--- config.mk ---
export PLATFORM = sky130hd
export DESIGN_NAME = rv_regfile
export DESIGN_NICKNAME = d
export VERILOG_FILES = /design/src/rv_pkg.sv /design/src/rv_regfile.sv
export SDC_FILE = /design/constraint.sdc
export NUM_CORES = 2
export LEC_CHECK = 0
export BUFFER_PORTS_ARGS = -buffer_cell sky130_fd_sc_hd__buf_2
export CAP_MARGIN = 20
export CORE_ASPECT_RATIO = 0.9
export CORE_MARGIN = 8
export CORE_UTILIZATION = 35
export CTS_CLUSTER_SIZE = 20
export DETAILED_ROUTE_END_ITERATION = 6
export PLACE_DENSITY = 0.47
export REMOVE_ABC_BUFFERS = 1
export SLEW_MARGIN = 40
export SYNTH_ARGS = -nofsm -noshare
export SYNTH_HDL_FRONTEND = slang
export SYNTH_SLANG_ARGS = --single-unit
--- constraint.sdc ---
create_clock -name clock -period 5.08 [get_ports clock]
set_clock_uncertainty 0.2 [all_clocks]
set_input_delay 0.508 -clock clock [delete_from_list [all_inputs] [get_ports clock]]
set_output_delay 0.508 -clock clock [all_outputs]
set_load 0.005 [all_outputs]
--- src/rv_pkg.sv ---
package rv_pkg;

    typedef logic [31:0] word_t;
    typedef logic [4:0]  reg_addr_t;
    typedef logic [6:0]  opcode_t;
    typedef logic [2:0]  funct3_t;
    typedef logic [6:0]  funct7_t;

    localparam opcode_t OP_LUI    = 7'b0110111;
    localparam opcode_t OP_AUIPC  = 7'b0010111;
    localparam opcode_t OP_JAL    = 7'b1101111;
    localparam opcode_t OP_JALR   = 7'b1100111;
    localparam opcode_t OP_BRANCH = 7'b1100011;
    localparam opcode_t OP_LOAD   = 7'b0000011;
    localparam opcode_t OP_STORE  = 7'b0100011;
    localparam opcode_t OP_IMM    = 7'b0010011;
    localparam opcode_t OP_REG    = 7'b0110011;
    localparam opcode_t OP_FENCE  = 7'b0001111;
    localparam opcode_t OP_SYSTEM = 7'b1110011;

    localparam funct7_t F7_BASE   = 7'b0000000;
    localparam funct7_t F7_ALT    = 7'b0100000; // SUB, SRA, SRAI
    localparam funct7_t F7_MULDIV = 7'b0000001;

    localparam word_t RESET_PC = 32'h8000_0000;
    localparam word_t INT_MIN  = 32'h8000_0000;

    typedef enum logic [1:0] {
        IDLE,
        FETCH,
        EXEC
    } fetch_state_t;

    typedef struct packed {
        logic  cyc;
        logic  stb;
        word_t adr;
    } wb_req_t;

    typedef struct packed {
        opcode_t   opcode;
        funct3_t   funct3;
        funct7_t   funct7;
        reg_addr_t rs1;
        reg_addr_t rs2;
        reg_addr_t rd;
        word_t     imm;
        logic      reg_write;
        logic      inst_invalid;
    } dec_t;

    typedef struct packed {
        word_t     pc;
        reg_addr_t rd;
        logic      wen;
        word_t     result;
        word_t     next_pc;
    } commit_t;

endpackage

--- src/rv_regfile.sv ---
module rv_regfile import rv_pkg::*; (
    input  logic      clock,
    input  logic      rst_n,
    input  reg_addr_t rs1_addr,
    input  reg_addr_t rs2_addr,
    output word_t     rs1_data,
    output word_t     rs2_data,
    input  logic      we,
    input  reg_addr_t rd_addr,
    input  word_t     rd_data
);

    word_t regs [32];

    always_ff @(posedge clock or negedge rst_n) begin
        if (!rst_n) begin
            for (int i = 0; i < 32; i++) begin
                regs[i] <= '0;
            end
        end else if (we && (rd_addr != '0)) begin
            regs[rd_addr] <= rd_data; // x0 never written
        end
    end

    assign rs1_data = (rs1_addr == '0) ? '0 : regs[rs1_addr];
    assign rs2_data = (rs2_addr == '0) ? '0 : regs[rs2_addr];

endmodule

Word level (Yosys, flattened, before mapping) --
Index checks and enable logic that the tools add are counted.
Storage, ports and cells: flip-flop bits (word level) 1024, bits in latches 0, RAM bits 0, memory bits (read-only) 0, bits of input ports 50, output and inout port bits 64, word-level logic and storage cells 55, memories kept 0
Cells by class: add/subtract/negate cells 0, multiply operators 0, div/mod/pow operators 0, magnitude comparators 4, eq/ne operators 0, shift-type cells 0, mux-type cells 11, bitwise logic cells 3, reduce and logical (&&, ||, !) cells 5
Operators by type and width (number):
- $bwmux 1024 | 1
- $bmux 32 s5 | 2
- $mux 32 | 7
- $demux 32 s5 | 1
- $ge 6x6->1 const B | 3
- $not 5->6 | 3
- $logic_not 5->1 | 2
- $lt 6x1->1 const B | 1
- $reduce_bool 5->1 | 1
- $logic_and 1x1->1 | 2

Longest topological paths before layout --
word-level depth 6, mapped depth 7, mapped depth without buffers 4

Worst setup path before layout --
Ideal clock, no wire load.
path kind input port to output port, start point input rs2_addr[1], end point output rs2_data[0], arrival 1.922 ns, data required time 4.372 ns, setup slack 2.450 ns, cell stages on the path 6, path buffers 2, cells stage by stage buf_2 > buf_2 > mux4_2 > mux2_2 > o21ai_0 > a311oi_1
Between the ends: longest elaborated chain between the ends 5, elaborated cells between the ends (all ways) 6
Ends and longest elaborated chain:
- start, declared | RTL line rv_regfile.sv:5 | input reg_addr_t rs2_addr,
- $not 5->6 (implied by the code) | RTL line rv_regfile.sv:26 | assign rs2_data = (rs2_addr == '0) ? '0 : regs[rs2_addr];
- $bmux 32 s5 | RTL line rv_regfile.sv:26
- $mux 32 (implied by the code) (2 in series) | RTL line rv_regfile.sv:26
- $mux 32 (*) | RTL line rv_regfile.sv:26
- end, declared | RTL line rv_regfile.sv:7 | output word_t rs2_data,
Every way passes the cells marked *; elsewhere a longest branch is shown, timed or not. The select of a mux whose other input is x is not followed.

Worst setup path in the final report --
start point input rs1_addr[1], end point output rs1_data[7]
Between the ends: longest elaborated chain between the ends 5, elaborated cells between the ends (all ways) 6
Ends and longest elaborated chain:
- start, declared | RTL line rv_regfile.sv:4 | input reg_addr_t rs1_addr,
- $not 5->6 (implied by the code) | RTL line rv_regfile.sv:25 | assign rs1_data = (rs1_addr == '0) ? '0 : regs[rs1_addr];
- $bmux 32 s5 | RTL line rv_regfile.sv:25
- $mux 32 (implied by the code) (2 in series) | RTL line rv_regfile.sv:25
- $mux 32 (*) | RTL line rv_regfile.sv:25
- end, declared | RTL line rv_regfile.sv:6 | output word_t rs1_data,
Marked as above.

==> results.toml <==
[run_status]
outcome = "complete, no violations"

[global_routing]
grt_pass1_vias = 35400
antenna_found_initial = 15
grt_max_degree = 126
grt_usage_pct = 22.0
grt_overflow = 0
grt_pass1_wl_um = 272000

[clock_network]
htreeDepth = 3
cts_tree = "done"
cts-buffers-inserted = 119
post_cts_resized = 0
clk_pin_slew_worst_paths_ns = 0.06
root_buffer = "clkbuf_16"
holdBufCountCts = 1
cts.sinks = 1024
clkLatencyLatePin_ns = 0.74
cts_buffer_depth = 3
post_cts_buffers = 0

[placed_design]
gp_congestion = 0.758
place_inst = 5528
port_buffers = 113
hpwl_um = 111000

[synthesis]
synth-compound-area-share_pct = 4.84
synthCells = 3621
muxShareOfSynthArea_pct = 42.8
synth_warnings = 0
synth_area_per_cell_um2 = 15.0
synth_area_um2 = 54400
ys_seq_area_share_pct = 47.1
synthXorXnorAreaFrac_pct = 0
synth_top_family_by_area = "multiplexers"
synth_cell_types = 35
synth_fa_ha_area_share_pct = 0
ys_ff_latch = 1024
yosys.area_share.simple_pct = 1.61

[timing]
min_period_over_period_pct = 76.8
rsz0062_at_grt = "no"
fmax_mhz = 256
relSlewSlack_pct = 40.9
setup_viol = 0
final_max_slew_viol_count = 0
hold_viol = 0
fin_crit_ns = 3.90
tightestPinTransition_ns = 0.886
fin_setup_tns_ns = 0

[routing]
drcViolationCount = 0
vias_per_cell = 5.90
wl_per_cell_um = 32.6
drt_iter0_drc = 2457
vias = 33900
dr.pass1.iters = 5
routed_wl_um = 187000
ant_nets = 0

[pwr]
peakVddDrop_v = 0.000281
power_frac_clock_pct = 35.9
p_leak_uw = 0.0261
sw_frac_of_total_pct = 27.3
p_switching_uw = 6610
seqPwrFrac_pct = 44.7
p_int_uw = 17600
powerDensity_nw_per_um2 = 393
p_comb_share_pct = 19.5

[final_layout]
mostFrequentLayoutCells = "mux2_2 (1,046), dfrtp_1 (1,024), mux4_2 (448), mux2i_1 (128), clkbuf_16 (120)"
top_register = "regs"
reg_top3 = "regs (1024)"
nNetsFinal = 3615
largest_reg_flops = 1024
drive_above_1_share_pct = 54.2
final.fill_count = 14400
area_growth_pct = 13.4
final_common_cell = "mux2_2"
instances_no_fill = 5749

[job]
maxCapViolations = 0

[setup_path]
worstPathRequired_ns = 4.37
endpoint_kind = "output pin"
crit_type = "input port to output pin"
path_max_fanout = 40
r2r_slack_ns = 4.08
critPathLaunchType = "input port"
crit_arrival_ns = 3.19

[floorplan]
dieArea_um2 = 168000
io_pins = 114
dieWidth_um = 431
initial_core_util_pct = 35.2
rows = 137
core_area_um2 = 155000
die_h_um = 390

[worst_hold_path]
hold_class = "input port to asynchronous set/reset pin"
worst paths after layout:
check / endpoint / start / cells past startpoint
min: regs[800] / rst_n / 2
min in group clock: regs[999] / regs[999] / 0
max: rs1_data[7] / rs1_addr[1] / 7
max reg2reg: regs[454] / regs[454] / 1
min reg2reg: regs[999] / regs[999] / 0
max in group asynchronous: regs[649] / rst_n / 3
power by group through the flow:
stage	logic [uW]	clock network [uW]	registers [uW]
2_1_floorplan	3290	0	10500
3_3_place_gp	4680	0	10900
3_5_place_dp	4760	0	10900
4_1_cts	4770	8910	10800
5_1_grt	5070	9230	11000
6_report	4710	8690	10800
cell usage after synthesis:
library cell	instances	area, um^2
mux2_2	1046	11800
dfrtp_1	1024	25600
mux4_2	448	10100
clkbuf_1	223	837
buf_2	170	851
mux2i_1	128	1280
o21ai_0	101	505
nor2b_1	71	444
a211oi_1	64	480
a22oi_1	64	480
a311oi_1	64	561
nand2_1	49	184
a221oi_1	46	403
buf_4	34	255
nor2_1	19	71.3
o2111ai_1	18	158
mux2_1	10	113
o21ai_1	9	45.0
nand2b_1	5	31.3
buf_1	3	11.3
nand4b_1	3	26.3
nor3_1	3	15.0
or3_1	3	18.8
inv_1	2	7.51
nor3b_1	2	15.0
or2_2	2	12.5
or4_1	2	15.0
and2_0	1	6.26
and2_1	1	6.26
and3_1	1	6.26
clkbuf_2	1	5.00
clkbuf_4	1	7.51
nand3_1	1	5.00
nand4_1	1	6.26
nor4_2	1	12.5
critical path, stage by stage:
cell	delay [ns]
buf_8	0.40
nor2_4	0.25
buf_4	0.35
a221oi_1	0.35
o21ai_0	0.30
a311oi_1	0.67
buf_2	0.23
through the flow:
stage	worst slack [ns]	power [uW]	instance area (um^2)	util, %	hold slack (ns)
2_1_floorplan	1.44	13800	52400	-	0.0124
3_3_place_gp	1.22	15600	57300	37.0	0.178
3_5_place_dp	1.25	15700	57700	37.3	0.183
4_1_cts	1.23	24500	61600	39.9	0.134
5_1_grt	1.14	25300	61600	39.9	0.187
6_report	1.18	24200	61600	39.9	0.167
layout make-up:
class | instances | area, um^2 | share of cell area (%)
antenna | 6 | 15.0 | 0.0244
inverter | 2 | 12.5 | 0.0203
clock buffer | 179 | 3510 | 5.70
sequential | 1024 | 25600 | 41.6
clock inverter | 35 | 385 | 0.625
multi-input combinational | 2163 | 27100 | 44.0
timing repair buffer | 255 | 2370 | 3.85
tap | 2085 | 2610 | 4.23
cells by family after synthesis:
group           count (synthesis)
flops                        1024
buf+inv                       434
compound gates                366
mux                          1632
simple gates                  165
per-layer routing:
layer	global-route usage (%)	vias to the layer above	wire length (um)
li1	-	14000	-
met1	31.9	18800	86200
met2	34.3	924	86300
met3	4.10	245	10100
met4	5.10	2	4670
met5	0	-	13
(Power assumes the default switching activity.)
