[config.mk]
export PLATFORM = sky130hd
export DESIGN_NAME = rv_ifu
export DESIGN_NICKNAME = d
export VERILOG_FILES = /design/src/rv_pkg.sv /design/src/rv_ifu.sv
export SDC_FILE = /design/constraint.sdc
export NUM_CORES = 1
export LEC_CHECK = 0
export BUFFER_PORTS_ARGS = -buffer_cell sky130_fd_sc_hd__buf_4
export CAP_MARGIN = 25
export CORE_MARGIN = 5
export CORE_UTILIZATION = 46
export CTS_CLUSTER_DIAMETER = 30
export CTS_CLUSTER_SIZE = 28
export DETAILED_ROUTE_END_ITERATION = 10
export PLACE_DENSITY = 0.95
export SETUP_SLACK_MARGIN = 0.05
export SYNTH_ARGS = -nofsm -noshare
export SYNTH_HDL_FRONTEND = slang
export SYNTH_SLANG_ARGS = --single-unit
[constraint.sdc]
create_clock -name clock -period 3.04 [get_ports clock]
set_input_delay 0.76 -clock clock [delete_from_list [all_inputs] [get_ports clock]]
set_output_delay 0.76 -clock clock [all_outputs]
set_load 0.05 [all_outputs]
[src/rv_pkg.sv]
package rv_pkg;

    typedef logic [31:0] word_t;
    typedef logic [4:0]  reg_addr_t;
    typedef logic [6:0]  opcode_t;
    typedef logic [2:0]  funct3_t;
    typedef logic [6:0]  funct7_t;

    localparam opcode_t OP_LUI    = 7'b0110111;
    localparam opcode_t OP_AUIPC  = 7'b0010111;
    localparam opcode_t OP_JAL    = 7'b1101111;
    localparam opcode_t OP_JALR   = 7'b1100111;
    localparam opcode_t OP_BRANCH = 7'b1100011;
    localparam opcode_t OP_LOAD   = 7'b0000011;
    localparam opcode_t OP_STORE  = 7'b0100011;
    localparam opcode_t OP_IMM    = 7'b0010011;
    localparam opcode_t OP_REG    = 7'b0110011;
    localparam opcode_t OP_FENCE  = 7'b0001111;
    localparam opcode_t OP_SYSTEM = 7'b1110011;

    localparam funct7_t F7_BASE   = 7'b0000000;
    localparam funct7_t F7_ALT    = 7'b0100000; // SUB, SRA, SRAI
    localparam funct7_t F7_MULDIV = 7'b0000001;

    localparam word_t RESET_PC = 32'h8000_0000;
    localparam word_t INT_MIN  = 32'h8000_0000;

    typedef enum logic [1:0] {
        IDLE,
        FETCH,
        EXEC
    } fetch_state_t;

    typedef struct packed {
        logic  cyc;
        logic  stb;
        word_t adr;
    } wb_req_t;

    typedef struct packed {
        opcode_t   opcode;
        funct3_t   funct3;
        funct7_t   funct7;
        reg_addr_t rs1;
        reg_addr_t rs2;
        reg_addr_t rd;
        word_t     imm;
        logic      reg_write;
        logic      inst_invalid;
    } dec_t;

    typedef struct packed {
        word_t     pc;
        reg_addr_t rd;
        logic      wen;
        word_t     result;
        word_t     next_pc;
    } commit_t;

endpackage

[src/rv_ifu.sv]
module rv_ifu import rv_pkg::*; (
    input  logic    clock,
    input  logic    rst_n,
    output wb_req_t bus_req,
    input  word_t   bus_rdata,
    input  logic    bus_ack,
    input  word_t   next_pc,
    output word_t   pc,
    output word_t   inst,
    output logic    exec
);

    fetch_state_t state;
    fetch_state_t state_next;
    logic         fetching;

    assign fetching = (state == FETCH);
    assign exec     = (state == EXEC);

    // Address and strobe held stable until ack
    assign bus_req = '{cyc: fetching, stb: fetching, adr: pc};

    always_comb begin
        state_next = state;
        case (state)
            IDLE: begin
                state_next = FETCH;
            end
            FETCH: begin
                if (bus_ack) begin
                    state_next = EXEC;
                end
            end
            EXEC: begin
                state_next = FETCH;
            end
            default: begin
                state_next = IDLE;
            end
        endcase
    end

    always_ff @(posedge clock or negedge rst_n) begin
        if (!rst_n) begin
            state <= IDLE;
            pc    <= RESET_PC;
        end else begin
            state <= state_next;
            if (exec) begin
                pc <= next_pc; // Retire edge
            end
        end
    end

    always_ff @(posedge clock) begin
        if (fetching && bus_ack) begin
            inst <= bus_rdata; // Data valid in ack cycle
        end
    end

endmodule

### Word-level counts from Yosys, hierarchy flattened

Index checks and enable logic that the tools add are counted.

| cells by class | value |
|---|---|
| eq/ne operators | 3 |
| multiplexer cells | 2 |
| reductions and logical operators | 3 |

Operators by type and width:

| kind | number |
|---|---|
| $pmux 2 s2 | 1 |
| $eq 2x1->1 const B | 1 |
| $eq 2x2->1 const B | 1 |
| $logic_not 2->1 | 1 |
| $mux 2 | 1 |
| $ne 2x2->1 const B | 1 |
| $reduce_or 2->1 | 1 |
| $logic_and 1x1->1 | 1 |

| word-level totals | value |
|---|---|
| register bits | 66 |
| input bits | 67 |

### Logic depth before layout (Yosys ltp)

Gate-level depths: netlist of the first run.

| depth | value |
|---|---|
| depth in word-level cells | 3 |
| mapped depth | 4 |
| gate-level depth less buffers | 2 |

### Least setup slack after synthesis of the first run

OpenSTA, ideal clock, no wires.

| timing | value |
|---|---|
| kind | input -> register |
| start point | input bus_ack |
| end point | register inst[0], enable pin |
| library setup time | 0.392 ns |
| arrival | 1.553 ns |
| data required time | 2.648 ns |
| slack | 1.095 ns |
| stages on the path | 1 |
| buffers on the path | 0 |
| cell sequence | and2_1 |

| between the ends | value |
|---|---|
| word-level cells in the longest chain between the ends | 1 |

RTL lines:

| element | RTL line | source |
|---|---|---|
| from (decl) | rv_ifu.sv:6 | `input logic bus_ack,` |
| $logic_and 1x1->1 | rv_ifu.sv:56 | `if (fetching && bus_ack) begin` |
| to (signal assigned) | rv_ifu.sv:57 | `inst <= bus_rdata;` |
| to (decl) | rv_ifu.sv:9 | `output word_t inst,` |

Every way passes these cells.
A chain may end at the register's enable or synchronous reset.

### Worst setup path after layout of the first run

| timing | value |
|---|---|
| start point | register state[0] |
| end point | output exec |

| between the ends | value |
|---|---|
| word-level cells in the longest chain between the ends | 1 |

RTL lines:

| element | RTL line | source |
|---|---|---|
| from (decl) | rv_ifu.sv:13 | `fetch_state_t state;` |
| from (signal assigned) | rv_ifu.sv:48 | `state <= state_next;` |
| $eq 2x2->1 | rv_ifu.sv:18 | `assign exec = (state == EXEC);` |
| to (decl) | rv_ifu.sv:10 | `output logic exec` |

Every way passes these cells.

==> flow_summary.json, run 1 <==
{
  "status": "finished, final reports clean",
  "endpoint_kind": "output pin",
  "hold_buffers": 0,
  "syn2layout_area_growth_pct": 46.23,
  "synth_nets": 209,
  "cts_resized": 0,
  "grt_overflow": 0,
  "post-cts-setup-buffers": 0,
  "synth_xor_area_frac": 0,
  "max_cap_viol_count": 0,
  "routabilityCongestion": 0.7541,
  "cts_max_level": 3,
  "port_buffers": 165,
  "layout_common_cells": "buf_4, dfrtp_1, edfxtp_1, mux2_4, clkbuf_8",
  "cp_slowest_cell": "dfrtp_1",
  "r2r_slack_ns": 1.47,
  "hold_viol": 0,
  "drc_errors": 0,
  "fin_nets": 349,
  "vias_per_cell": 4.593,
  "worstPathRequired_ns": 2.28,
  "cp.arrival_ns": 1.30,
  "path_cells": "nand2b_4 > inv_1 > buf_4",
  "vias": 1649,
  "core_area_um2": 5540,
  "initial_utilization": 0.4788,
  "root_buffer": "clkbuf_8",
  "rows": 27,
  "clock_latency_ns": 0.32,
  "mostFrequentLayoutCell": "buf_4",
  "crit_family": "flip-flops",
  "cts_sinks": 66,
  "drive_above_1_share": 0.7526,
  "path_max_fanout": 16,
  "synth_compound_area_frac": 0.001887,
  "worst_pin_slew_ns": 0.4258,
  "dr.pass1.iters": 4,
  "power_leakage_nw": 1.915,
  "fillers": 393,
  "grt_pass1_wl_um": 9135,
  "max_slew_margin": 0.7161,
  "slew_violations": 0,
  "drt-wirelength-per-cell_um": 16.85,
  "fin_worst_hold_slack_ns": 0.3771,
  "cts_made_buffers": 9,
  "min_period_ns": 2.059,
  "synth_mux_area_frac": 0.1769,
  "power.share.clock": 0.157,
  "wirelength_um": 6049,
  "power_switching_mw": 2.355,
  "critPathLaunchType": "register",
  "vdd_drop_max_v": 0.001089,
  "finalSetupViolCount": 0,
  "path_clk_slew_ns": 0.07,
  "die_w_um": 85.94,
  "die_height_um": 85.94,
  "timing.rr.end": "pc[24]",
  "utilization": 0.7001,
  "grt_use_total": 0.1619,
  "yosys.area_share.simple": 0.01321,
  "min_period_over_period": 0.6773,
  "dp.final_hpwl_um": 4835,
  "grt_pass1_vias": 1747,
  "fmax_ghz": 0.4857,
  "dp.cells": 343,
  "pwr-share-seq": 0.285,
  "setup_tns_ns": 0,
  "ant_nets": 0,
  "antenna_cells": 0,
  "critical_path_buf_inv_count": 2,
  "sw_frac_of_total": 0.4852,
  "p_per_area_nw_per_um2": 1251,
  "hold_class": "input port to asynchronous set/reset pin",
  "slowest_delay_ns": 0.39,
  "netlist-cell-type-count": 13,
  "cts_tree": "yes",
  "rsz0062_at_grt": "no",
  "clock_skew_ns": 0.008355,
  "grt_max_degree": 35,
  "yosys_warnings": 0,
  "rr_worst_depth": 3,
  "final_cell_count_no_fill": 359,
  "syn_area_um2": 2653,
  "intPower_mw": 2.498,
  "synth-seq-area-share": 0.6835,
  "drtIter0Drc": 46,
  "syn_inst": 142,
  "antenna_found_initial": 0,
  "synth-seq-cells": 66,
  "worstSetupPathType": "register to output pin",
  "io_pins": 166,
  "timing.rr.start": "state[1]",
  "p_comb_frac": 0.558,
  "clock_path_buffers": 2,
  "avgSynthCellArea_um2": 18.68,
  "synth_top_family_by_area": "multiplexers",
  "synth_fa_ha_area_frac": 0,
  "die_area_um2": 7385
}
cell type report:
type | instances | area (um2) | area share
Tap cell | 72 | 90.09 | 0.02323
Timing Repair Buffer | 167 | 1254 | 0.3232
Clock inverter | 6 | 81.33 | 0.02097
Clock buffer | 10 | 127.6 | 0.03290
Sequential cell | 66 | 1813 | 0.4674
Multi-Input combinational cell | 37 | 509.2 | 0.1313
Inverter | 1 | 3.754 | 0.0009677
power by group through the flow:
stage	clock, mW	combinational, mW	sequential, mW
2_1_floorplan	0	1.38	2.17
3_3_place_gp	0	2.69	1.38
3_5_place_dp	0	2.73	1.39
4_1_cts	0.781	2.73	1.39
5_1_grt	0.825	2.78	1.42
6_report	0.763	2.71	1.38
cells in the mapped netlist:
master,count,area [um2]
and2_1,2,12.51
and2b_2,1,8.760
buf_12,3,60.06
buf_4,34,255.2
buf_6,1,11.26
dfrtp_1,33,825.8
dfstp_2,1,26.28
edfxtp_1,32,960.9
inv_1,1,3.750
mux2_2,3,33.78
mux2_4,29,435.4
nand2b_4,1,13.76
o21ai_0,1,5.000
how the worst max path moves through the flow:
stage / startpoint / to / slack [ns] / cells past startpoint
2_1_floorplan: bus_ack / inst[0] / 1.09 / 1
3_3_place_gp: state[0] / exec / 1.31 / 3
3_5_place_dp: state[0] / exec / 1.31 / 3
4_1_cts: state[0] / exec / 0.95 / 3
5_1_grt: state[1] / exec / 0.89 / 3
6_report: state[0] / exec / 0.98 / 3
registers in the layout, indices dropped and copies added (netlist names):
register,cells
pc,32
inst,32
state,2
layer usage:
layer | track usage | wire length [um]
met1 | 0.1772 | 2110
met2 | 0.2936 | 3250
met3 | 0.05283 | 637
met4 | 0.05324 | 50
met5 | 0 | 0
worst register-to-register path, stage by stage (launching register included):
cell	delay (ns)
dfrtp_1	0.42
nand2b_4	0.28
buf_4	0.38
mux2_2	0.38
metrics by stage:
| step | setup slack (ns) | instance area (um2) | power, mW |
|---|---|---|---|
| 2_1_floorplan | 1.095 | 2653 | 3.545 |
| 3_3_place_gp | 1.315 | 3670 | 4.075 |
| 3_5_place_dp | 1.312 | 3670 | 4.127 |
| 4_1_cts | 0.9498 | 3879 | 4.898 |
| 5_1_grt | 0.8938 | 3879 | 5.019 |
| 6_report | 0.9810 | 3879 | 4.853 |
logic make-up (layout without fill, tap and decap cells):
group,Yosys count,in the layout
AOI/OAI and AO/OA,1,1
buffers and inverters,39,184
DFF,66,66
muxes,32,32
and+or+nand+nor,4,4
(Power assumes the default switching activity.)
==> run 2, diff against run 1 <==
--- a/config.mk
+++ b/config.mk
@@ -8,11 +8,11 @@
 export BUFFER_PORTS_ARGS = -buffer_cell sky130_fd_sc_hd__buf_4
 export CAP_MARGIN = 25
 export CORE_MARGIN = 5
-export CORE_UTILIZATION = 46
+export CORE_UTILIZATION = 38
 export CTS_CLUSTER_DIAMETER = 30
 export CTS_CLUSTER_SIZE = 28
 export DETAILED_ROUTE_END_ITERATION = 10
-export PLACE_DENSITY = 0.95
+export PLACE_DENSITY = 0.85
 export SETUP_SLACK_MARGIN = 0.05
 export SYNTH_ARGS = -nofsm -noshare
 export SYNTH_HDL_FRONTEND = slang
==> constraint.sdc (replaced) <==
create_clock -name clock -period 1.8 [get_ports clock]
set_input_delay 0.45 -clock clock [delete_from_list [all_inputs] [get_ports clock]]
set_output_delay 0.45 -clock clock [all_outputs]
set_load 0.05 [all_outputs]
==> run 2 against run 1 <==
Net effect:
- sequential share of layout area shrank 0.74 points
- non-clock buffer count rose by 1
- via count fell by 0.55%
- worst setup slack lost 0.84 ns
==> flow_summary.json, run 2 (synthesis gave the netlist of run 1 again) <==
{
  "endpoint_kind": "output pin",
  "antenna_found_initial": 0,
  "vdd_drop_max_v": 0.001342,
  "setup_ws_ns": 0.1422,
  "cts_made_buffers": 9,
  "root_buffer": "clkbuf_8",
  "pre_cts_ws_ns": 0.4529,
  "grt_use_total": 0.1334,
  "cts_sinks": 66,
  "path_cells": "and2b_2 > buf_4",
  "timing.rr.end": "pc[23]",
  "hold_buffers": 0,
  "antenna_cells": 0,
  "cts_resized": 0,
  "timing.rr.start": "state[1]",
  "clock_skew_ns": 0.008407,
  "dp.final_hpwl_um": 4698,
  "p_per_area_nw_per_um2": 2088,
  "path_clk_slew_ns": 0.07,
  "status": "finished, final reports clean",
  "cp_slowest_cell": "dfrtp_1",
  "drtIter0Drc": 22,
  "layout_common_cells": "buf_4, dfrtp_1, edfxtp_1, mux2_4, clkbuf_8",
  "hold_viol": 0,
  "dr.pass1.iters": 4,
  "sw_frac_of_total": 0.4845,
  "fin_nets": 350,
  "drive_above_1_share": 0.7604,
  "max_slew_margin": 0.7119,
  "rows": 30,
  "max_cap_viol_count": 0,
  "die_height_um": 93.55,
  "routabilityCongestion": 0.6824,
  "grt_pass1_wl_um": 8783,
  "drc_errors": 0,
  "ant_nets": 0,
  "mostFrequentLayoutCell": "buf_4",
  "cts_tree": "yes",
  "die_area_um2": 8752,
  "power_switching_mw": 3.987,
  "worstSetupPathType": "register to output pin",
  "cp.arrival_ns": 1.21,
  "critical_path_buf_inv_count": 1,
  "worstPathRequired_ns": 1.35,
  "power_leakage_nw": 1.923,
  "grt_max_degree": 35,
  "dp.cells": 368,
  "grt_pass1_vias": 1674,
  "initial_utilization": 0.3904,
  "dpl_cell_area_um2": 3721,
  "clock_latency_ns": 0.34,
  "vias_per_cell": 4.271,
  "cts_max_level": 3,
  "worstSetupPathDepth": 2,
  "power.share.clock": 0.163,
  "fmax_ghz": 0.6032,
  "syn2layout_area_growth_pct": 48.58,
  "path_max_fanout": 4,
  "p_comb_frac": 0.554,
  "finalSetupViolCount": 0,
  "wirelength_um": 5980,
  "slew_violations": 0,
  "rsz0062_at_grt": "no",
  "hold_class": "input port to asynchronous set/reset pin",
  "critPathLaunchType": "register",
  "crit_family": "flip-flops",
  "vias": 1640,
  "intPower_mw": 4.242,
  "slowest_delay_ns": 0.42,
  "worst_pin_slew_ns": 0.4322,
  "rr_worst_depth": 3,
  "port_buffers": 165,
  "grt_overflow": 0,
  "clock_path_buffers": 2,
  "setup_tns_ns": 0,
  "fillers": 520,
  "core_area_um2": 6794,
  "post-cts-setup-buffers": 0,
  "min_period_over_period": 0.9210,
  "min_period_ns": 1.658,
  "pwr-share-seq": 0.283,
  "drt-wirelength-per-cell_um": 15.57,
  "reg_top3": "inst: 32 flops, pc: 32 flops, state: 2 flops",
  "final_cell_count_no_fill": 384,
  "io_pins": 166,
  "postLayoutCellArea_um2": 3941,
  "die_w_um": 93.55,
  "r2r_slack_ns": 0.45
}
-- run 2: cell types whose count changed in the layout (fill, tap and decap cells not counted) --
cell	before	now
clkinv_4	0	2
clkinvlp_4	1	2
and2_1	2	1
clkinv_1	1	0
buf_12	0	1
and2_2	0	1
clkinv_2	2	0
-- run 2: area by class of cell --
type                       instances  area [um2]  area share
sequential                        66        1813      0.4600
timing repair buffer             168        1274      0.3232
multi-input combinational         37       510.5      0.1295
clock buffer                      10       127.6     0.03238
tap                               96       120.1     0.03048
clock inverter                     6       92.59     0.02349
inverter                           1       3.754   0.0009524
-- run 2: how the worst max path moves through the flow --
stage	start	to	slack, ns
2_1_floorplan	state[0]	exec	0.27
3_3_place_gp	state[1]	pc[23]	0.49
3_5_place_dp	state[1]	pc[22]	0.45
4_1_cts	state[1]	bus_req[32]	0.12
5_1_grt	state[1]	bus_req[33]	0.05
6_report	state[1]	bus_req[32]	0.14
-- run 2: stage by stage --
step                power (mW)  hold slack, ns  utilization
floorplan                5.987          0.1544            -
global placement         6.897          0.4251       0.5477
detailed placement       6.956          0.4273       0.5477
CTS                      8.309         0.05194       0.5801
global route             8.535         0.06685       0.5801
finish                   8.228         0.05136       0.5801
-- run 2: power by group through the flow --
stage | clock network [mW] | logic, mW | registers [mW]
after floorplan | 0 | 2.33 | 3.66
after global placement | 0 | 4.56 | 2.34
after detailed placement | 0 | 4.61 | 2.35
after CTS | 1.37 | 4.60 | 2.34
after global routing | 1.44 | 4.70 | 2.39
final | 1.34 | 4.56 | 2.32
-- run 2: routing by layer --
layer,track usage,share of wire,vias to the layer above
li1,-,-,741
met3,0.06838,0.14,10
met5,0,0,-
met2,0.1971,0.45,123
met1,0.1628,0.39,766
met4,0.05897,0.016,0
