===== src/rv_pkg.sv =====
package rv_pkg;

    typedef logic [31:0] word_t;
    typedef logic [4:0]  reg_addr_t;
    typedef logic [6:0]  opcode_t;
    typedef logic [2:0]  funct3_t;
    typedef logic [6:0]  funct7_t;

    localparam opcode_t OP_LUI    = 7'b0110111;
    localparam opcode_t OP_AUIPC  = 7'b0010111;
    localparam opcode_t OP_JAL    = 7'b1101111;
    localparam opcode_t OP_JALR   = 7'b1100111;
    localparam opcode_t OP_BRANCH = 7'b1100011;
    localparam opcode_t OP_LOAD   = 7'b0000011;
    localparam opcode_t OP_STORE  = 7'b0100011;
    localparam opcode_t OP_IMM    = 7'b0010011;
    localparam opcode_t OP_REG    = 7'b0110011;
    localparam opcode_t OP_FENCE  = 7'b0001111;
    localparam opcode_t OP_SYSTEM = 7'b1110011;

    localparam funct7_t F7_BASE   = 7'b0000000;
    localparam funct7_t F7_ALT    = 7'b0100000; // SUB, SRA, SRAI
    localparam funct7_t F7_MULDIV = 7'b0000001;

    localparam word_t RESET_PC = 32'h8000_0000;
    localparam word_t INT_MIN  = 32'h8000_0000;

    typedef enum logic [1:0] {
        IDLE,
        FETCH,
        EXEC
    } fetch_state_t;

    typedef struct packed {
        logic  cyc;
        logic  stb;
        word_t adr;
    } wb_req_t;

    typedef struct packed {
        opcode_t   opcode;
        funct3_t   funct3;
        funct7_t   funct7;
        reg_addr_t rs1;
        reg_addr_t rs2;
        reg_addr_t rd;
        word_t     imm;
        logic      reg_write;
        logic      inst_invalid;
    } dec_t;

    typedef struct packed {
        word_t     pc;
        reg_addr_t rd;
        logic      wen;
        word_t     result;
        word_t     next_pc;
    } commit_t;

endpackage


===== src/rv_idu.sv =====
module rv_idu import rv_pkg::*; (
    input  word_t inst,
    output dec_t  dec
);

    word_t imm_i;
    word_t imm_s;
    word_t imm_b;
    word_t imm_u;
    word_t imm_j;

    assign imm_i = {{20{inst[31]}}, inst[31:20]};
    assign imm_s = {{20{inst[31]}}, inst[31:25], inst[11:7]};
    assign imm_b = {{19{inst[31]}}, inst[31], inst[7], inst[30:25], inst[11:8], 1'b0};
    assign imm_u = {inst[31:12], 12'b0};
    assign imm_j = {{11{inst[31]}}, inst[31], inst[19:12], inst[20], inst[30:21], 1'b0};

    always_comb begin
        dec        = '0;
        dec.opcode = inst[6:0];
        dec.rd     = inst[11:7];
        dec.funct3 = inst[14:12];
        dec.rs1    = inst[19:15];
        dec.rs2    = inst[24:20];
        dec.funct7 = inst[31:25];
        case (inst[6:0])
            OP_LUI, OP_AUIPC: begin
                dec.imm       = imm_u;
                dec.reg_write = 1'b1;
            end
            OP_JAL: begin
                dec.imm       = imm_j;
                dec.reg_write = 1'b1;
            end
            OP_JALR, OP_IMM: begin
                dec.imm       = imm_i;
                dec.reg_write = 1'b1;
            end
            OP_BRANCH: begin
                dec.imm = imm_b;
            end
            OP_STORE: begin
                dec.imm = imm_s;
            end
            OP_LOAD, OP_FENCE, OP_SYSTEM: begin
                dec.imm = imm_i; // No register write
            end
            OP_REG: begin
                dec.reg_write    = 1'b1;
                dec.inst_invalid = !(inst[31:25] inside {F7_BASE, F7_ALT, F7_MULDIV});
            end
            default: begin
                dec.inst_invalid = 1'b1;
            end
        endcase
    end

endmodule


===== config.mk =====
export PLATFORM = sky130hd
export DESIGN_NAME = rv_idu
export DESIGN_NICKNAME = d
export VERILOG_FILES = /design/src/rv_pkg.sv /design/src/rv_idu.sv
export SDC_FILE = /design/constraint.sdc
export NUM_CORES = 1
export LEC_CHECK = 0
export BUFFER_PORTS_ARGS = -buffer_cell sky130_fd_sc_hd__buf_2
export CAP_MARGIN = 20
export CELL_PAD_IN_SITES_DETAIL_PLACEMENT = 1
export CELL_PAD_IN_SITES_GLOBAL_PLACEMENT = 1
export CORE_ASPECT_RATIO = 0.75
export CORE_MARGIN = 2
export CORE_UTILIZATION = 24
export DETAILED_ROUTE_END_ITERATION = 12
export PLACE_DENSITY = 0.92
export SYNTH_ARGS = -nofsm -noshare
export SYNTH_HDL_FRONTEND = slang
export SYNTH_SLANG_ARGS = --single-unit

===== constraint.sdc =====
create_clock -name vclk -period 2.1
set_input_delay 0.42 -clock vclk [all_inputs]
set_output_delay 0.42 -clock vclk [all_outputs]
set_load 0.01 [all_outputs]

* After elaboration in Yosys (flattened, before gate mapping)
Index checks and enable logic that the tools add are counted.
** Word-level totals
- Flip-flop bits (word level) :: 0
- Input port bits :: 32
- Output and inout port bits :: 66
- Word-level logic and storage cells :: 23
** Operators by class
- Equality and inequality tests :: 13
- Muxes and demuxes :: 3
- Reduce and logical (&&, ||, !) cells :: 7
** Operator list (count)
- case mux 32 bit (5 select lines) :: 1
- equality test 7 x 6 -> 1 bit (second input constant) :: 4
- equality test 7 bit (second input constant) :: 4
- equality test 7 x 5 -> 1 bit (second input constant) :: 2
- OR reduction 10 bit :: 1
- equality test 7 x 1 -> 1 bit (second input constant) :: 1
- equality test 7 x 2 -> 1 bit (second input constant) :: 1
- equality test 7 x 4 -> 1 bit (second input constant) :: 1
- logical NOT 7 bit :: 1
- OR reduction 6 bit :: 1
- OR reduction 5 bit :: 1
- nonzero test 3 bit :: 1
- case mux 1 bit (2 select lines) :: 1
- OR reduction 2 bit :: 1
- logical NOT 1 bit :: 1
- two-way mux 1 bit :: 1

* Depth between registers and ports, before layout
Gate-level depths: netlist of run 1.
- Depth in word-level cells :: 4
- Gate-level depth with buffers :: 6

* Worst setup path before layout of run 1
OpenSTA, ideal clock, no wires.
- Path type :: in2out
- Start :: input port inst[2]
- End :: output port dec[2] (netlist bit)
- Data arrival time :: 1.393 ns
- Setup slack :: 0.287 ns
- Stages :: 6
- Buffers on the path :: 2
- Path through :: buf_2 buf_4 or3_1 o21ai_0 a21oi_1 o2bb2ai_1
** RTL lines
- start, declared :: RTL line rv_idu.sv:2 : input word_t inst,
- end, declared :: RTL line rv_idu.sv:3 : output dec_t dec

==> flow_summary_export.csv, run 1 <==
group,metric,value,unit
min_path,hp-start,"inst[16]",
sta,finalCriticalPeriod,2.03,ns
sta,grt_setup_unrepaired,"no",
placed_design,io_buffers,98,
synthesis,ys_types,39,
floorplan,fp.dieW,77.8,um
synthesis,synthesis.nets,162,
cells_and_area,final_area,1380,um2
sta,worst_slew_pin_slew,0.384,ns
critical_path,worstPathArrival,1.61,ns
global_route,grt_max_degree,14,
critical_path,cp_max_fo,11,
placed_design,post_dp_cell_area,1330,um2
drt,vias_per_cell,4.68,
global_route,antenna_found_initial,0,
critical_path,worst-setup-path-type,"primary input to primary output",
sta,whs,1.04,ns
global_route,overflow,0,
power_and_ir_drop,p_comb_share,100.0,%
drt,first_iter_violations,20,
power_and_ir_drop,power_density,168,nW/um2
cells_and_area,fillCellCount,532,
min_path,hold_path.class,"primary input to primary output",
run,cap_violations,0,
floorplan,die-area,4620,um2
floorplan,rows,20,
floorplan,core_area,3980,um2
synthesis,yosys.area.top_type,"buf_4",
power_and_ir_drop,clkPwrFrac,0,%
sta,hold_viol,0,
cells_and_area,multi_input_area,707,um2
synthesis,ys_seq_area_share,0,%
synthesis,yosysWarnings,0,
cells_and_area,seq_cells,0,
cells_and_area,num_antenna_cells,0,
critical_path,endpoint_kind,"primary output",
cells_and_area,nClkBuffers,0,
synthesis,synth_top_area_share,26.8,%
critical_path,worstSetupStartpointType,"primary input",
clock_network,cts_setup_buffers,0,
synthesis,synthMostInstantiatedCell,"buf_4",
sta,tns,0,ns
cells_and_area,nets,233,
synthesis,syn-instance-count,130,
drt,drt-total-wl,3470,um
synthesis,yosys-top-cells-count,"buf_4 (35), a21o_1 (11), nand2_1 (11)",
global_route,first_global_vias,1055,
critical_path,critPathRequiredTime,1.68,ns
clock_network,cts_hold_buf,0,
cells_and_area,drive_above_1_share,66.3,%
power_and_ir_drop,power.internal,103,uW
placed_design,place_congestion,0.821,
power_and_ir_drop,pwr-share-seq,0,%
power_and_ir_drop,ir_drop,67.1,uV
global_route,grt_usage,13.6,%
min_path,hold_path_depth,2,
power_and_ir_drop,design_power_total,233,uW
sta,maxSlewViolCount,0,
synthesis,synth_area_leaders,"buf_4 (27%), a21o_1 (8.4%), a21o_2 (7.1%)",
drt,dr.pass1.iters,4,
sta,setup_viol,0,
drt,dr_total_vias,1189,
power_and_ir_drop,p_sw_share,55.8,%
placed_design,dpl.hpwl,2910,um
sta,fin_crit_sh,96.8,%
min_path,whs_endpoint,"dec[45]",
drt,wl_per_cell,13.7,um
power_and_ir_drop,power_switching,130,uW
sta,slew_headroom,74.4,%
floorplan,initial_utilization,24.7,%
critical_path,crit_start,"inst[4]",
global_route,grt_pass1_wl,5200,um
sta,fmax,0.492,GHz
drt,drc,0,
drt,antenna_left,0,
cells_and_area,regArea,0,um2
floorplan,num_io_pins,98,
floorplan,die_height,59.4,um
synthesis,syn_area_per_cell,7.55,um2
status,status,"finished clean",
power_and_ir_drop,p_leak,0.839,nW
synthesis,syn_area,981,um2
cells_and_area,syn_to_final_growth,40.9,%
[cell usage in the layout, fill, tap and decap left out, types with 2 or more instances in the layout]
cell type	n
a32o_1	4
a21o_2	8
a211oi_1	2
a21o_1	11
buf_4	11
nor2b_1	2
nand2_1	11
buf_2	94
o21bai_4	2
and2_1	8
a21oi_1	4
clkbuf_4	4
a21oi_4	2
nand2b_1	2
a31oi_1	3
nor2_1	4
[worst max-delay path, stage by stage]
cell and delay (ns):
clkbuf_4 0.18, and4bb_2 0.38, nor2b_1 0.20, o31ai_1 0.11, a21oi_1 0.17, buf_2 0.15
[repair_timing]
action | in CTS | in global routing
pin swaps | 0 | 0
endpoints found under the setup margin | 1 | 23
resized for setup | 1 | 10
[metrics by stage]
| step | util (%) | worst slack [ns] | instances |
|---|---|---|---|
| floorplan | - | 0.287 | 130 |
| global placement | 33.4 | 0.0451 | 254 |
| detailed placement | 33.4 | 0.00568 | 254 |
| CTS | 33.6 | 0.0281 | 254 |
| global route | 34.7 | 0.000922 | 254 |
| finish | 34.7 | 0.0662 | 254 |
[worst max-delay path by stage]
stage | to | slack, ns | cells after the start
after floorplan | dec[2] | 0.29 | 6
after global placement | dec[16] | 0.05 | 7
after detailed placement | dec[4] | 0.006 | 6
after CTS | dec[7] | 0.03 | 6
after global routing | dec[23] | 0.0009 | 7
final | dec[13] | 0.07 | 6
[metal layers]
layer	vias to the layer above	wire length [um]	share of wire [%]	GRT usage, %
li1	578	-	-	-
met1	565	1630	47	19.3
met2	46	1630	47	24.5
met3	0	208	6.0	0.610
met4	0	0	0	0
met5	-	0	0	0
[power groups by stage]
stage	Combinational [mW]	Sequential [mW]	Clock, mW
final	0.233	0	0
after global routing	0.251	0	0
after detailed placement	0.222	0	0
after floorplan	0.154	0	0
after global placement	0.218	0	0
after CTS	0.224	0	0
[cell families (layout without fill, tap and decap cells)]
family / Yosys count / count (layout) / synth area share [%]
AND/OR/NAND/NOR: 40 / 40 / 25.5
XOR/XNOR: 1 / 1 / 0.893
buffers and inverters: 42 / 111 / 32.4
AO/OA/AOI/OAI: 47 / 47 / 41.2
[area by class of cell]
| cell class | instances | area share (%) |
|---|---|---|
| multi-input cells | 88 | 51.1 |
| repair buffers | 110 | 43.6 |
| well taps | 55 | 4.98 |
| inverters | 1 | 0.271 |
No activity file was read; power rests on OpenSTA's default activity.
==> run 2, diff against run 1 <==
--- a/config.mk
+++ b/config.mk
@@ -9,7 +9,7 @@
 export CAP_MARGIN = 20
 export CELL_PAD_IN_SITES_DETAIL_PLACEMENT = 1
 export CELL_PAD_IN_SITES_GLOBAL_PLACEMENT = 1
-export CORE_ASPECT_RATIO = 0.75
+export CORE_ASPECT_RATIO = 0.6
 export CORE_MARGIN = 2
 export CORE_UTILIZATION = 24
 export DETAILED_ROUTE_END_ITERATION = 12
==> run 2 against run 1 <==
Against the previous run: global-route usage is 0.88 points higher; cell count decreased by 1.2%; maximum frequency shrank 0.93%; power rose by 3.9%; critical path depth rose by 1; sequential share of layout area unchanged; die area is 0.25% higher; design area grew 2.6%; flip-flop and latch count is the same; routed wire length is 8.8% higher; largest cell class unchanged; largest power group unchanged.
==> flow_summary_export.csv, run 2 (synthesis gave the netlist of run 1 again) <==
group,metric,value,unit
placed_design,place_ws,-0.0624,ns
status,status,"finished clean",
power_and_ir_drop,power.internal,109,uW
sta,worst_slew_pin_slew,0.371,ns
floorplan,rows,17,
drt,antenna_left,0,
cells_and_area,layout_commonest_cell,"buf_2",
placed_design,place_congestion,0.905,
global_route,overflow,0,
global_route,first_global_vias,1125,
cells_and_area,regArea,0,um2
critical_path,cp_top_family,"compound AO/OA/AOI/OAI gates",
critical_path,max_stage_delay,0.25,ns
sta,finalCriticalPeriod,2.05,ns
power_and_ir_drop,design_power_total,242,uW
drt,vias_per_cell,4.83,
cells_and_area,drive_above_1_share,68.1,%
sta,whs,1.04,ns
critical_path,critPathRequiredTime,1.68,ns
floorplan,num_io_pins,98,
drt,dr.pass1.iters,4,
sta,tns,0,ns
sta,fmax,0.487,GHz
power_and_ir_drop,p_sw_share,55.0,%
run,cap_violations,0,
sta,fin_crit_sh,97.8,%
sta,setup_viol,0,
drt,dr_total_vias,1213,
cells_and_area,final_area,1420,um2
cells_and_area,syn_to_final_growth,44.6,%
critical_path,worstSetupStartpointType,"primary input",
power_and_ir_drop,ir_drop,72.0,uV
cells_and_area,num_antenna_cells,0,
cells_and_area,final_core_util,37.5,%
power_and_ir_drop,power_density,170,nW/um2
global_route,grt_pass1_wl,5380,um
critical_path,cp_max_fo,12,
power_and_ir_drop,p_comb_share,100.0,%
floorplan,initial_utilization,25.9,%
cells_and_area,nets,238,
drt,drt-total-wl,3780,um
floorplan,fp.dieW,86.5,um
sta,maxSlewViolCount,0,
cells_and_area,nClkBuffers,0,
drt,first_iter_violations,30,
cells_and_area,seq_cells,0,
power_and_ir_drop,p_leak,0.873,nW
power_and_ir_drop,clkPwrFrac,0,%
global_route,antenna_found_initial,0,
critical_path,endpoint_kind,"primary output",
floorplan,core_area,3790,um2
sta,setup_slack,0.0472,ns
min_path,hold_path.class,"primary input to primary output",
global_route,grt_max_degree,13,
critical_path,worst-setup-path-type,"primary input to primary output",
sta,slew_headroom,75.1,%
drt,wl_per_cell,15.1,um
critical_path,worstPathArrival,1.63,ns
critical_path,cp.buffers_inverters,3,
floorplan,die-area,4630,um2
drt,drc,0,
clock_network,cts_hold_buf,0,
sta,hold_viol,0,
power_and_ir_drop,pwr-share-seq,0,%
placed_design,io_buffers,98,
critical_path,path_cells,"buf_4, and4bb_2, o21bai_2, a21oi_4, buf_12, a21o_2, buf_2",
placed_design,dp_cells,249,
critical_path,worst_path_max_delay_cell,"and4bb_2",
power_and_ir_drop,power_switching,133,uW
cells_and_area,layout_common_cells,"buf_2 (95), buf_4 (15), nand2_1 (11), a21o_1 (11), a21o_2 (8)",
floorplan,die_height,53.5,um
cells_and_area,final_cells,251,
placed_design,dpl.hpwl,3150,um
placed_design,post_dp_cell_area,1330,um2
global_route,grt_usage,14.5,%
sta,grt_setup_unrepaired,"yes",
[run 2: changes by cell type in the layout (fill, tap and decap cells not counted), sizes merged]
cell,before,now
buf,106,115
clkbuf,4,0
[run 2: area by class of cell]
class / count / area [um2]
Timing Repair Buffer: 115 / 653
Multi-Input combinational cell: 88 / 703
Inverter: 1 / 3.75
Tap cell: 47 / 58.8
Fill cell: 496 / 2370
[run 2: worst paths after layout]
kind                  startpoint  endpoint  slack, ns  cells after the start
worst max-delay path     inst[2]   dec[30]       0.05                      7
worst min-delay path    inst[12]   dec[56]       1.04                      2
[run 2: power by group through the flow]
stage / logic (mW) / clock network, mW / registers (mW)
after floorplan: 0.154 / 0 / 0
after global placement: 0.222 / 0 / 0
after detailed placement: 0.228 / 0 / 0
after CTS: 0.230 / 0 / 0
after global routing: 0.262 / 0 / 0
final: 0.242 / 0 / 0
[run 2: metal layers]
layer	routed length (um)	GRT usage, %	vias up	share of wire, %
met1	1760	19.5	558	47
met2	1710	27.2	70	45
met4	0	0	0	0
met5	0	0	-	0
met3	303	0.936	0	8.0
li1	-	-	585	-
[run 2: what timing repair did]
action                                  in CTS  in global routing
pin swaps                                    0                  5
endpoints found under the setup margin      20                 31
gates resized for setup                      2                 16
setup buffers                                0                  2
==> run 3, diff against run 2 <==
--- a/config.mk
+++ b/config.mk
@@ -14,6 +14,7 @@
 export CORE_UTILIZATION = 24
 export DETAILED_ROUTE_END_ITERATION = 12
 export PLACE_DENSITY = 0.92
+export RECOVER_POWER = 100
 export SYNTH_ARGS = -nofsm -noshare
 export SYNTH_HDL_FRONTEND = slang
 export SYNTH_SLANG_ARGS = --single-unit
==> run 3 against run 2 <==
Against the previous run: first-iteration DRC count down 6.7%; maximum frequency down 0.13%; cell count unchanged; setup slack worse by 0.0026 ns; critical path type unchanged; critical endpoint unchanged.
==> flow_summary_export.csv, run 3 (synthesis gave the netlist of run 1 again) <==
group,metric,value,unit
sta,setup_viol,0,
drt,drc,0,
run,cap_violations,0,
cells_and_area,drive_above_1_share,56.4,%
sta,hold_viol,0,
cells_and_area,layout_commonest_cell,"buf_2",
critical_path,worstSetupPathDepth,7,
sta,fmax,0.487,GHz
drt,wl_per_cell,15.0,um
min_path,whs_endpoint,"dec[45]",
drt,vias_per_cell,4.82,
cells_and_area,final_area,1390,um2
drt,dr.pass1.iters,4,
sta,worst_slew_pin_slew,0.374,ns
min_path,hold_path_depth,2,
global_route,antenna_found_initial,0,
critical_path,worstSetupStartpointType,"primary input",
critical_path,worst-setup-path-type,"primary input to primary output",
global_route,overflow,0,
cells_and_area,num_antenna_cells,0,
drt,dr_total_vias,1210,
power_and_ir_drop,ir_drop,71.0,uV
critical_path,max_stage_delay,0.25,ns
critical_path,endpoint_kind,"primary output",
floorplan,rows,17,
placed_design,io_buffers,98,
power_and_ir_drop,power_density,170,nW/um2
drt,antenna_left,0,
drt,drt-total-wl,3760,um
critical_path,path_cells,"buf_4, and4bb_2, o21bai_2, a21oi_4, buf_12, a21o_2, buf_2",
placed_design,post_dp_cell_area,1330,um2
clock_network,cts_hold_buf,0,
global_route,grt_max_degree,13,
critical_path,worst_path_max_delay_cell,"and4bb_2",
status,status,"finished clean",
floorplan,die_height,53.5,um
cells_and_area,nets,238,
floorplan,fp.dieW,86.5,um
critical_path,cp_max_fo,12,
floorplan,initial_utilization,25.9,%
cells_and_area,syn_to_final_growth,41.6,%
floorplan,die-area,4630,um2
cells_and_area,regArea,0,um2
floorplan,num_io_pins,98,
power_and_ir_drop,p_leak,0.807,nW
sta,fin_crit_sh,97.9,%
placed_design,place_congestion,0.905,
global_route,first_global_vias,1125,
global_route,grt_usage,14.5,%
power_and_ir_drop,design_power_total,236,uW
placed_design,dpl.hpwl,3150,um
floorplan,core_area,3790,um2
global_route,grt_pass1_wl,5380,um
critical_path,critPathRequiredTime,1.68,ns
sta,grt_setup_unrepaired,"yes",
sta,maxSlewViolCount,0,
min_path,hold_path.class,"primary input to primary output",
sta,finalCriticalPeriod,2.06,ns
critical_path,worstPathArrival,1.64,ns
cells_and_area,layout_common_cells,"buf_2 (71), clkbuf_1 (24), buf_4 (15)",
cells_and_area,nClkBuffers,0,
sta,slew_headroom,74.9,%
critical_path,cp.buffers_inverters,3,
drt,first_iter_violations,28,
min_path,hp-start,"inst[16]",
cells_and_area,seq_cells,0,
critical_path,cp_top_family,"compound AO/OA/AOI/OAI gates",
==> run 3: changes by cell type in the layout (fill, tap and decap cells not counted), sizes merged <==
cell,previous run,this run
buf,115,91
clkbuf,0,24
==> run 3: layer usage <==
metal | GRT usage, % | part of all wire, %
met1 | 19.5 | 46
met2 | 27.2 | 46
met3 | 0.936 | 7.8
met4 | 0 | 0
met5 | 0 | 0
==> run 3: cell type report <==
type	count	area, um2
inverters	1	3.75
multi-input cells	88	703
fillers	515	2400
repair buffers	115	623
well taps	47	58.8
==> run 3: worst max-delay path by stage <==
stage	startpoint	end	slack (ns)
floorplan	inst[2]	dec[2]	0.29
global placement	inst[2]	dec[29]	-0.04
detailed placement	inst[2]	dec[22]	-0.06
CTS	inst[4]	dec[18]	0.01
global route	inst[2]	dec[27]	-0.02
finish	inst[2]	dec[30]	0.04
==> run 3: metrics by stage <==
step                      utilization [%]  worst slack, ns  std cells  TNS (ns)  hold slack (ns)
after floorplan                         -            0.287        130         0            0.932
after global placement               35.1          -0.0380        249    -0.363             1.04
after detailed placement             35.1          -0.0624        249    -0.627             1.04
after CTS                            35.4           0.0128        249         0             1.04
after global routing                 36.7          -0.0174        251   -0.0889             1.07
final                                36.7           0.0445        251         0             1.06
==> run 3: what timing repair did <==
action / CTS / global route
endpoints found under the setup margin: 20 / 31
pin swaps: 0 / 5
buffers inserted: 0 / 2
gates resized for setup: 2 / 16
==> run 3: report_power, final <==
| part | total (mW) | switching (mW) | internal (mW) |
|---|---|---|---|
| Clock | 0 | 0 | 0 |
| Combinational | 0.236 | 0.134 | 0.102 |
| Sequential | 0 | 0 | 0 |
